## src/hw/rvCorePkg.sv

```systemverilog
// Datapath widths, ALU operation codes, opcode bit position
// Instruction-word union with I, S, B and J views
`default_nettype none

package rvCorePkg;

  localparam int XLEN       = 32;  // Datapath word width
  localparam int REG_ADDR_W = 5;   // Register index width

  // ALU codes, bit 2 doubles as the subtract select
  localparam logic [2:0] ALU_AND = 3'b000;
  localparam logic [2:0] ALU_OR  = 3'b001;
  localparam logic [2:0] ALU_ADD = 3'b010;
  localparam logic [2:0] ALU_SUB = 3'b110;
  localparam logic [2:0] ALU_SLT = 3'b111;

  // Opcode bit 5 set for stores, picks S immediate over I
  localparam int OPC_STORE_BIT = 5;

  // One instruction word, four decodings of the same bits
  typedef union packed {
    struct packed {
      logic [11:0]           imm12;   // ALU-immediate and load offset
      logic [REG_ADDR_W-1:0] rs1;
      logic [2:0]            funct3;
      logic [REG_ADDR_W-1:0] rd;
      logic [6:0]            opcode;
    } iView;
    struct packed {
      logic [6:0]            immHi;   // Offset bits 11..5
      logic [REG_ADDR_W-1:0] rs2;
      logic [REG_ADDR_W-1:0] rs1;
      logic [2:0]            funct3;
      logic [4:0]            immLo;   // Offset bits 4..0
      logic [6:0]            opcode;
    } sView;
    struct packed {
      logic                  sign;    // Offset bit 12
      logic [5:0]            imm10to5;
      logic [REG_ADDR_W-1:0] rs2;
      logic [REG_ADDR_W-1:0] rs1;
      logic [2:0]            funct3;
      logic [3:0]            imm4to1;
      logic                  imm11;   // Sits where rd[0] would be
      logic [6:0]            opcode;
    } bView;
    struct packed {
      logic                  sign;    // Offset bit 20
      logic [9:0]            imm10to1;
      logic                  imm11;
      logic [7:0]            imm19to12;
      logic [REG_ADDR_W-1:0] rd;
      logic [6:0]            opcode;
    } jView;
  } insnWordT;

endpackage

`default_nettype wire

```

## src/hw/aluUnit.sv

```systemverilog
// ALU with AND, OR, ADD, SUB and signed SLT
// Zero flag on an all-zero result
`timescale 1ns/1ps
`default_nettype none

module aluUnit (
  input  logic [rvCorePkg::XLEN-1:0] a,
  input  logic [rvCorePkg::XLEN-1:0] b,
  input  logic [2:0]                 aluOp,
  output logic [rvCorePkg::XLEN-1:0] result,
  output logic                       zero
);

  import rvCorePkg::*;

  logic            subtract;  // Set for SUB and SLT
  logic [XLEN-1:0] bOperand;  // b or its ones complement
  logic [XLEN-1:0] sum;       // Shared add/sub result
  logic            signsDiffer;
  logic            lessThan;

  // Bit 2 of the code marks the subtracting operations
  assign subtract = aluOp[2];

  // Two's complement subtract, invert b and carry in one
  assign bOperand = subtract ? ~b : b;
  assign sum      = a + bOperand + {{(XLEN-1){1'b0}}, subtract};

  // Signed compare without an overflow flag
  // Mixed signs, a is smaller exactly when a is negative
  // Equal signs, a - b cannot overflow so its sign decides
  assign signsDiffer = a[XLEN-1] ^ b[XLEN-1];
  assign lessThan    = signsDiffer ? a[XLEN-1] : sum[XLEN-1];

  always_comb begin
    case (aluOp)
      ALU_AND: result = a & b;
      ALU_OR:  result = a | b;
      ALU_ADD: result = sum;
      ALU_SUB: result = sum;  // Same adder, b inverted
      ALU_SLT: result = {{(XLEN-1){1'b0}}, lessThan};
      default: result = '0;   // Unused codes
    endcase
  end

  // Drives the branch decision in fetch
  assign zero = ~|result;

endmodule

`default_nettype wire

```

## src/hw/immGen.sv

```systemverilog
// Sign-extended immediates for I and S formats
// Branch and jump offsets with the implied zero low bit
`timescale 1ns/1ps
`default_nettype none

module immGen (
  input  rvCorePkg::insnWordT        ins,
  output logic [rvCorePkg::XLEN-1:0] immOut,
  output logic [rvCorePkg::XLEN-1:0] branchOff,
  output logic [rvCorePkg::XLEN-1:0] jumpOff
);

  import rvCorePkg::*;

  logic [XLEN-1:0] iImm;     // Loads and ALU immediates
  logic [XLEN-1:0] sImm;     // Store offset
  logic            isStore;

  // 12-bit field, top bit is the sign
  assign iImm = {{(XLEN-12){ins.iView.imm12[11]}}, ins.iView.imm12};

  // Store offset split around rs2/rs1
  assign sImm = {{(XLEN-12){ins.sView.immHi[6]}},
                 ins.sView.immHi,
                 ins.sView.immLo};

  // Only the store opcode sets bit 5 among I/S users
  assign isStore = ins.iView.opcode[OPC_STORE_BIT];
  assign immOut  = isStore ? sImm : iImm;

  // 13-bit branch offset, bit 0 always zero
  assign branchOff = {{(XLEN-13){ins.bView.sign}},
                      ins.bView.sign,
                      ins.bView.imm11,      // Taken from bit 7
                      ins.bView.imm10to5,
                      ins.bView.imm4to1,
                      1'b0};

  // 21-bit jump offset, bit 0 always zero
  assign jumpOff = {{(XLEN-21){ins.jView.sign}},
                    ins.jView.sign,
                    ins.jView.imm19to12,
                    ins.jView.imm11,        // Taken from bit 20
                    ins.jView.imm10to1,
                    1'b0};

endmodule

`default_nettype wire

```

## src/hw/regFile.sv

```systemverilog
// 32-entry register file, two async read ports, one sync write
// x0 held at zero
`timescale 1ns/1ps
`default_nettype none

module regFile (
  input  logic                       clk,
  input  logic                       rst,
  input  logic                       regWrite,
  input  rvCorePkg::insnWordT        ins,
  input  logic [rvCorePkg::XLEN-1:0] wd,
  output logic [rvCorePkg::XLEN-1:0] rd1,
  output logic [rvCorePkg::XLEN-1:0] rd2
);

  import rvCorePkg::*;

  localparam int NUM_REGS = 1 << REG_ADDR_W;

  logic [XLEN-1:0]       regs [NUM_REGS];
  logic [REG_ADDR_W-1:0] rs1Idx;
  logic [REG_ADDR_W-1:0] rs2Idx;
  logic [REG_ADDR_W-1:0] rdIdx;

  // Same field positions in every format that uses them
  assign rs1Idx = ins.iView.rs1;
  assign rs2Idx = ins.sView.rs2;
  assign rdIdx  = ins.iView.rd;

  // Combinational reads see a write one cycle later
  assign rd1 = regs[rs1Idx];
  assign rd2 = regs[rs2Idx];

  always_ff @(posedge clk) begin
    if (rst) begin
      for (int i = 0; i < NUM_REGS; i++) begin
        regs[i] <= '0;
      end
    end else if (regWrite && rdIdx != '0) begin  // Writes to x0 dropped
      regs[rdIdx] <= wd;
    end
  end

  // x0 storage held at zero so both ports read zero for it
  x0StaysZero: assert property (@(posedge clk) disable iff (rst) regs[0] == '0)
    else $error("x0 storage changed to %h", regs[0]);

endmodule

`default_nettype wire

```

## src/hw/fetchUnit.sv

```systemverilog
// PC register and next-PC select
// Sequential, branch-if-zero and jump targets
`timescale 1ns/1ps
`default_nettype none

module fetchUnit #(
  parameter logic [rvCorePkg::XLEN-1:0] RESET_PC = '0
) (
  input  logic                       clk,
  input  logic                       rst,
  input  logic                       branch,
  input  logic                       jump,
  input  logic                       zero,
  input  logic [rvCorePkg::XLEN-1:0] branchOff,
  input  logic [rvCorePkg::XLEN-1:0] jumpOff,
  output logic [rvCorePkg::XLEN-1:0] pc
);

  import rvCorePkg::*;

  logic            takeBranch;
  logic [XLEN-1:0] pcOffset;   // Added to pc each cycle
  logic [XLEN-1:0] nextPc;

  // Beq-style test on the ALU zero after a SUB
  assign takeBranch = branch && zero;

  // Jump wins over branch
  always_comb begin
    if (jump) begin
      pcOffset = jumpOff;
    end else if (takeBranch) begin
      pcOffset = branchOff;
    end else begin
      pcOffset = XLEN'(4);  // Next word
    end
  end

  // Single adder for all three targets
  assign nextPc = pc + pcOffset;

  always_ff @(posedge clk) begin
    if (rst) begin
      pc <= RESET_PC;
    end else begin
      pc <= nextPc;
    end
  end

  // Offsets from decode must keep the PC on word boundaries
  pcAligned: assert property (@(posedge clk) disable iff (rst) pc[1:0] == 2'b00)
    else $error("pc misaligned at %h", pc);

endmodule

`default_nettype wire

```

## src/hw/dataMem.sv

```systemverilog
// Word-addressed data memory
// Sync write, read gated by memRead
`timescale 1ns/1ps
`default_nettype none

module dataMem #(
  parameter int MEM_WORDS = 64
) (
  input  logic                       clk,
  input  logic                       rst,
  input  logic                       memRead,
  input  logic                       memWrite,
  input  logic [rvCorePkg::XLEN-1:0] addr,
  input  logic [rvCorePkg::XLEN-1:0] wd,
  output logic [rvCorePkg::XLEN-1:0] memOut
);

  import rvCorePkg::*;

  localparam int IDX_W = $clog2(MEM_WORDS);

  logic [XLEN-1:0]  mem [MEM_WORDS];
  logic [IDX_W-1:0] wordIdx;

  // Byte address to word index, wraps at the memory depth
  assign wordIdx = IDX_W'((addr >> 2) % MEM_WORDS);

  // Zero when not reading, keeps writeback clean
  assign memOut = memRead ? mem[wordIdx] : '0;

  always_ff @(posedge clk) begin
    if (rst) begin
      for (int i = 0; i < MEM_WORDS; i++) begin
        mem[i] <= '0;
      end
    end else if (memWrite) begin
      mem[wordIdx] <= wd;
    end
  end

  // Load and store strobes from the same instruction are illegal
  noReadWrite: assert property (@(posedge clk) disable iff (rst) !(memRead && memWrite))
    else $error("memRead and memWrite both set");

  wordAccess: assert property (@(posedge clk) disable iff (rst)
    (memRead || memWrite) |-> addr[1:0] == 2'b00)
    else $error("unaligned access at %h", addr);

endmodule

`default_nettype wire

```

## src/hw/rvDatapath.sv

```systemverilog
// Single-cycle RV32I-subset datapath top
// Fetch, decode, execute, memory and writeback wiring, operand and writeback selects
`timescale 1ns/1ps
`default_nettype none

module rvDatapath #(
  parameter int                         MEM_WORDS = 64,
  parameter logic [rvCorePkg::XLEN-1:0] RESET_PC  = '0
) (
  input  logic                       clk,
  input  logic                       rst,
  input  rvCorePkg::insnWordT        ins,
  input  logic [2:0]                 aluOp,
  input  logic                       aluSrc,    // 1 selects the immediate
  input  logic                       memRead,
  input  logic                       memWrite,
  input  logic                       memToReg,  // 1 writes back the load
  input  logic                       regWrite,
  input  logic                       branch,
  input  logic                       jump,
  output logic [rvCorePkg::XLEN-1:0] pc,
  output logic [rvCorePkg::XLEN-1:0] aluResult,
  output logic                       zero,
  output logic [rvCorePkg::XLEN-1:0] wbData
);

  import rvCorePkg::*;

  logic [XLEN-1:0] rd1;
  logic [XLEN-1:0] rd2;
  logic [XLEN-1:0] immOut;
  logic [XLEN-1:0] branchOff;
  logic [XLEN-1:0] jumpOff;
  logic [XLEN-1:0] aluB;     // Second ALU operand
  logic [XLEN-1:0] memOut;

  fetchUnit #(.RESET_PC(RESET_PC)) fetch_i (
    .clk       (clk),
    .rst       (rst),
    .branch    (branch),
    .jump      (jump),
    .zero      (zero),
    .branchOff (branchOff),
    .jumpOff   (jumpOff),
    .pc        (pc)
  );

  // Decode stage
  regFile regs_i (
    .clk      (clk),
    .rst      (rst),
    .regWrite (regWrite),
    .ins      (ins),
    .wd       (wbData),  // Writeback loop
    .rd1      (rd1),
    .rd2      (rd2)
  );

  immGen imm_i (
    .ins       (ins),
    .immOut    (immOut),
    .branchOff (branchOff),
    .jumpOff   (jumpOff)
  );

  // Execute stage operand select
  assign aluB = aluSrc ? immOut : rd2;

  aluUnit alu_i (
    .a      (rd1),
    .b      (aluB),
    .aluOp  (aluOp),
    .result (aluResult),
    .zero   (zero)
  );

  // ALU result is the address, rs2 is the store data
  dataMem #(.MEM_WORDS(MEM_WORDS)) dmem_i (
    .clk      (clk),
    .rst      (rst),
    .memRead  (memRead),
    .memWrite (memWrite),
    .addr     (aluResult),
    .wd       (rd2),
    .memOut   (memOut)
  );

  // Writeback select
  assign wbData = memToReg ? memOut : aluResult;

endmodule

`default_nettype wire

```

## config.mk

```make
export PLATFORM = sky130hd
export DESIGN_NAME = rvDatapath
export DESIGN_NICKNAME = d
export VERILOG_FILES = /design/src/hw/rvCorePkg.sv /design/src/hw/aluUnit.sv /design/src/hw/immGen.sv /design/src/hw/regFile.sv /design/src/hw/fetchUnit.sv /design/src/hw/dataMem.sv /design/src/hw/rvDatapath.sv
export SDC_FILE = /design/constraint.sdc
export NUM_CORES = 2
export LEC_CHECK = 0
export BUFFER_PORTS_ARGS = -buffer_cell sky130_fd_sc_hd__buf_4
export CORE_MARGIN = 4
export CORE_UTILIZATION = 45
export CTS_CLUSTER_SIZE = 10
export DETAILED_ROUTE_END_ITERATION = 10
export GPL_ROUTABILITY_DRIVEN = 1
export SLEW_MARGIN = 20
export SYNTH_ARGS = -nofsm -noshare
export SYNTH_HDL_FRONTEND = slang
export SYNTH_SLANG_ARGS = --single-unit
```

## constraint.sdc

```tcl
create_clock -name clk -period 24.4 [get_ports clk]
set_input_delay 1.22 -clock clk [delete_from_list [all_inputs] [get_ports clk]]
set_output_delay 1.22 -clock clk [all_outputs]
set_load 0.02 [all_outputs]
```

# Yosys cells after proc, flatten, opt, wreduce, memory -nomap -nowiden
# Memory sizes are Yosys's and may differ from the RTL's.
# Cells that the tools add are included.
totals:
  register_bits: 32
  latchBits: 0
  ramBits: 3072
  mem_bits_ro: 0
  inputBits: 44
  output_inout_bits: 97
  wordCells: 46
  n_memories: 2
classes:
  addsub: 3
  mul: 0
  n_div: 0
  n_lt_le_gt_ge: 0
  eq_ne: 4
  n_shift: 0
  muxes: 23
  n_bitwise: 4
  n_reduce_logical: 9
memory_table:
  columns: ["memory", "depth", "word_bits", "rd", "rd_clocked_by_memory_dff", "wr", "line_no", "text"]
  rows:
  - ["dmem_i.mem", 64, 32, 1, 0, 64, "dataMem.sv:22", "logic [XLEN-1:0] mem [MEM_WORDS];"]
  - ["regs_i.regs", 32, 32, 2, 0, 32, "regFile.sv:20", "logic [XLEN-1:0] regs [NUM_REGS];"]
op_table:
  columns: ["op", "n"]
  rows:
  - ["two-way mux 32 bit", 8]
  - ["case mux 32 bit (4 select lines)", 1]
  - ["OR reduction 32 bit", 3]
  - ["adder 32 bit", 2]
  - ["adder 32 x 1 -> 32 bit", 1]
  - ["bitwise AND 32 bit", 1]
  - ["inverter 32 bit", 1]
  - ["OR 32 bit", 1]
  - ["two-way mux 1 bit", 11]
  - ["two-way mux 5 bit", 2]
  - ["== test 3 bit (second input constant)", 2]
  - ["two-way mux 6 bit", 1]
  - ["nonzero test 5 bit", 1]
  - ["== test 3 x 1 -> 1 bit (second input constant)", 1]
  - ["== test 3 x 2 -> 1 bit (second input constant)", 1]
  - ["zero test 3 bit", 1]
  - ["logical AND 1 bit", 2]
  - ["OR reduction 2 bit", 1]
  - ["zero test 1 bit", 1]
  - ["bitwise XOR 1 bit", 1]

# Depth between registers and ports, before layout
logic_depth:
  ltp_word: 14
  ltp_mapped: 45
  ltp_nobuf: 36

# Modules after synthesis
# A second synthesis with hierarchy kept.
unflattened:
  cells_unflattened: 12738
  area_unflattened_um2: 158371.9
modules_own_cells:
  columns: ["mod", "instances", "cells_each", "area_each_um2", "seq_area_each_um2"]
  rows:
  - ["dataMem", 1, 7147, 94568.2, 61499.0]
  - ["regFile", 1, 4605, 55896.1, 30749.5]
  - ["aluUnit", 1, 445, 3062.9, 0.0]
  - ["fetchUnit", 1, 372, 3012.9, 640.6]
  - ["rvDatapath", 1, 72, 1088.5, 0.0]
  - ["immGen", 1, 97, 743.2, 0.0]

# Least setup slack after synthesis
# No wires, ideal clock.
synth_timing:
  path_type: "in2reg"
  startpoint: "in ins[20] (netlist name)"
  endpoint: "reg fetch_i.pc[31] (netlist name)"
  setup_time_ns: 0.133
  arrival_time_ns: 10.627
  required_time_ns: 24.267
  setup_slack_ns: 13.640
  stages: 43
  path_buffers: 9
  cell_sequence: "buf_4 buf_6 buf_6 buf_4 buf_4 buf_4 buf_2 buf_2 mux2i_1 a21oi_1 a211oi_1 a21oi_1 xor2_1 ha_1 a41oi_1 o21ai_0 a221oi_1 and2_1 [... 7 more ...] or2_1 clkbuf_1 o21ai_0 ha_1 fa_1 a21o_1 a21oi_1 o21ai_0 a211oi_1 o21a_1 nor3_1 a211oi_1 o41a_1 o21ai_0 mux2i_1 o2111ai_1 mux2i_1 o311ai_1"
synth_via:
  elab_cells_between_ends: 18
  cone_classes: "add/sub: 3; mux: 7; bitwise: 4; reduce/logical: 3; memory: 1"
synth_rtl:
  columns: ["element", "line_no", "text"]
  rows:
  - ["from (decl)", "rvDatapath.sv:12", "input rvCorePkg::insnWordT ins,"]
  - ["memory (32 x 32 bit) or two-way mux 5 bit (tied branches)", null, null]
  - ["two-way mux 32 bit (*)", "rvDatapath.sv:67", "assign aluB = aluSrc ? immOut : rd2;"]
  - ["inverter 32 bit", "aluUnit.sv:26", "assign bOperand = subtract ? ~b : b;"]
  - ["two-way mux 32 bit", "aluUnit.sv:26", null]
  - ["adder 32 bit", "aluUnit.sv:27", "assign sum = a + bOperand + {{(XLEN-1){1'b0}}, subtract};"]
  - ["adder 32 x 1 -> 32 bit", "aluUnit.sv:27", null]
  - ["case mux 32 bit (4 select lines) (*)", "aluUnit.sv:36", "case (aluOp)"]
  - ["named net aluResult, one bit", "rvDatapath.sv:22", "output logic [rvCorePkg::XLEN-1:0] aluResult,"]
  - ["OR reduction 32 bit (*)", "aluUnit.sv:47", "assign zero = ~|result;"]
  - ["zero test 1 bit (*)", "aluUnit.sv:47", null]
  - ["logical AND 1 bit (*)", "fetchUnit.sv:26", "assign takeBranch = branch && zero;"]
  - ["two-way mux 32 bit (*)", "fetchUnit.sv:32", "end else if (takeBranch) begin"]
  - ["two-way mux 32 bit (*)", "fetchUnit.sv:30", "if (jump) begin"]
  - ["adder 32 bit (*)", "fetchUnit.sv:40", "assign nextPc = pc + pcOffset;"]
  - ["to (signal assigned)", "fetchUnit.sv:46", "pc <= nextPc;"]
  - ["to (decl)", "fetchUnit.sv:16", "output logic [rvCorePkg::XLEN-1:0] pc"]
# The timed path passes the listed nets; every way through them passes the cells marked *.
# A chain may end at the register's enable or synchronous reset.

# Worst setup path after layout
layout_timing:
  startpoint: "in ins[20] (netlist name)"
  endpoint: "out wbData[15] (netlist name)"
layout_via:
  elab_chain_len: 10
  elab_cells_between_ends: 13
  cone_classes: "add/sub: 2; mux: 6; bitwise: 3; memory: 2"
layout_rtl:
  columns: ["element", "line_no", "text"]
  rows:
  - ["memory (32 x 32 bit) or two-way mux 5 bit (tied branches)", null, null]
  - ["two-way mux 32 bit (*)", "rvDatapath.sv:67", null]
  - ["inverter 32 bit", "aluUnit.sv:26", null]
  - ["two-way mux 32 bit", "aluUnit.sv:26", null]
  - ["adder 32 bit", "aluUnit.sv:27", null]
  - ["adder 32 x 1 -> 32 bit", "aluUnit.sv:27", null]
  - ["case mux 32 bit (4 select lines) (*)", "aluUnit.sv:36", null]
  - ["memory (64 x 32 bit)", null, null]
  - ["two-way mux 32 bit", "dataMem.sv:29", "assign memOut = memRead ? mem[wordIdx] : '0;"]
  - ["two-way mux 32 bit (*)", "rvDatapath.sv:89", "assign wbData = memToReg ? memOut : aluResult;"]
  - ["to (decl)", "rvDatapath.sv:24", "output logic [rvCorePkg::XLEN-1:0] wbData"]
# Every way passes the cells marked *; elsewhere a longest branch is shown, timed or not.

==> qor.txt <==
Global-route wire length before repair - 818,000 um
Fin crit period - 14.63 ns
RSZ-0062 raised after global routing - no
P&R area growth vs syn - 10.9%
Critical path type - primary input to primary output
Seq/Total Area, Yosys - 63.2%
Vias per cell - 6.70
Hpwl dp - 346,000 um
Dpl ws - 9.72 ns
Status - complete, no violations
Routed vias - 109,000
Final hold vios - 0
Antenna-violating nets left - 0
Clock sink total - 3,103
EDFF count, synth - 3,072
Post-layout nets - 12,000
CTS resizes - 0
Hold Path Class - flip-flop to flip-flop
Syn Inst Count - 12,100
Setup tns final - 0 ns
Post-CTS setup buffer count - 0
Hold Path Depth - 2
Core Region - 325,000 um^2
Unique masters post-synth - 110
CTS tree - yes
Ports - 141
# fillers - 28,200
Number of global-route vias before repair - 104,000
Die W - 580 um
Flop-to-flop setup slack - 12.12 ns
FF/Latch Area - 92,900 um^2
Dpl cells - 15,800
Die span in y - 580 um
Max incr delay on CP - 0.98 ns
CP max stage cell - a2111oi_0
Buffers plus inverters on the worst setup path - 11
Static Leak - 58.4 nW
# H-tree levels - 5
CTS hold repair buffers - 0
Crit end category - primary output
Pin slew with the least headroom to its limit - 1.32 ns
CP max FO - 80
GRT Util Overall - 34.3%
Commonest non-fill, non-tap cell in the layout - nor2_1
Worst Reg2Reg Path Length in Cells - 38
Largest net degree at the start of global routing - 109
Largest delay share family, worst path - buffers and inverters
Main synth FF type - edfxtp_1
Die area - 336,000 um^2
Setup slack after layout - 9.77 ns
First drt pass iteration count - 9
Routability cong. - 0.927
R2R Path End - fetch_i.pc[31]$_SDFF_PP0_
Fin util - 50.2%
Iteration-0 DRC count of the detailed router - 18,500
Finished Layout Cells - 16,300
Hold WS - 0.610 ns
TritonCTS Buffers - 359
Starting Density - 45.3%
Async set or reset register ratio after synthesis - 0%
Crit path required time - 23.18 ns
Power per cell area - 88.7 nW/um^2
Peak supply drop - 0.0000741 V
Layout cells sized above 1 - 15.1%
Clock latency on the worst-skew pair - 0.98 ns
Flops & latches, synth - 3,103
Worst Hold End - fetch_i.pc[1]$_SDFF_PP0_
Worst path most repeated cell - buf_4
CTS root buf - clkbuf_16
Mean Syn Cell Area - 12.1 um^2
GRT Residual Overflow - 0
Cell Rows - 209
CP arrival - 13.41 ns
Fin. max-slew vios - 0
Slew margin rel. - 11.3%
Initial antenna violation count - 28
Final setup fails - 0
YS warnings - 0
Reg-to-Reg Start - regs_i.regs[30][9]$_SDFFCE_PN0P_
DR WL/cell - 36.4 um
Multi-input logic area - 50,000 um^2
Most frequent cells in the layout - 3,249 x nor2_1, 3,072 x edfxtp_1, 1,079 x nand2_1, 502 x buf_4, 463 x mux4_2
Clock Tree Buf Depth - 4
Crit path launch type - primary input
Synth Cell Area - 147,000 um^2
Clk_skew - 0.0771 ns
Min-delay src - fetch_i.pc[1]$_SDFF_PP0_
IO buf count - 133
Clk pin slew, worst setup/hold paths - 0.06 ns
WL final - 594,000 um
# DRC - 0
FMAX - 68.4 MHz
# Max-Cap Violations - 0
Fin crit share - 60.0%
## Yosys cell counts (116+ instances only)
master / count / area [um^2]
nor2_1: 3265 / 12300
a22oi_1: 116 / 871
buf_2: 322 / 1610
mux4_2: 463 / 10400
clkbuf_1: 730 / 2740
nand2b_1: 116 / 726
a21oi_1: 196 / 981
mux2i_1: 367 / 3670
o22ai_1: 352 / 2200
edfxtp_1: 3072 / 92200
mux2_2: 116 / 1310
nand3_1: 299 / 1500
nand2_1: 1113 / 4180
o21ai_0: 146 / 731
## cell type report
cell class,instances,area share (%)
multi-input combinational,7769,30.7
antenna,17,0.0261
timing repair buffer,536,2.71
inverter,91,0.225
clock inverter,41,0.304
tap,4325,3.32
clock buffer,439,5.81
sequential,3103,57.0
## logic make-up (layout without fill, tap and decap cells)
family | after synthesis | count (layout) | synth area share [%]
and+or+nand+nor | 5101 | 5101 | 14.1
DFF | 3103 | 3103 | 63.2
AOI/OAI and AO/OA | 1529 | 1529 | 7.34
buffers and inverters | 1281 | 1107 | 3.79
muxes | 947 | 947 | 10.5
adders and majority gates | 87 | 87 | 0.716
xor gates and xnor gates | 72 | 72 | 0.438
other | 1 | 50 | 0.00255
## where the power goes
part           switching, mW  leakage (nW)  internal, mW  total [mW]
clock                   2.14          4.83          2.72        4.86
combinational           2.60          21.5         0.849        3.45
sequential            0.0812          32.0          6.08        6.16
total                   4.83          58.4          9.64        14.5
## routing by layer
| layer | up-vias | part of all wire, % | track usage [%] |
|---|---|---|---|
| li1 | 43600 | - | - |
| met4 | 20 | 8.3 | 23.7 |
| met3 | 1828 | 14 | 8.92 |
| met2 | 8795 | 44 | 51.2 |
| met5 | - | 0.043 | 0.0850 |
| met1 | 55100 | 34 | 43.9 |
## worst max path at each step
| stage | from | endpoint | cells after the start |
|---|---|---|---|
| 2_1_floorplan | ins[20] | fetch_i.pc[31]$_SDFF_PP0_ | 43 |
| 3_3_place_gp | ins[20] | fetch_i.pc[31]$_SDFF_PP0_ | 40 |
| 3_5_place_dp | ins[20] | fetch_i.pc[31]$_SDFF_PP0_ | 40 |
| 4_1_cts | ins[20] | wbData[15] | 29 |
| 5_1_grt | ins[20] | wbData[15] | 29 |
| 6_report | ins[20] | wbData[15] | 29 |
## sequential cells by signal, indices dropped and copies added (netlist names)
name	count
dmem_i.mem	2048
regs_i.regs	1024
fetch_i.pc	31
## stage by stage
step                      total power [mW]  cell area [um^2]
final                                 14.5            163000
after global routing                  14.7            163000
after CTS                             14.3            163000
after detailed placement              9.56            153000
after global placement                9.52            153000
after floorplan                       8.02            147000
## worst min-delay path, stage by stage (launching register included)
cell and delay, ns:
dfxtp_1 0.34, ha_1 0.13, nor2b_1 0.11
Power figures use the tool's default switching activity.
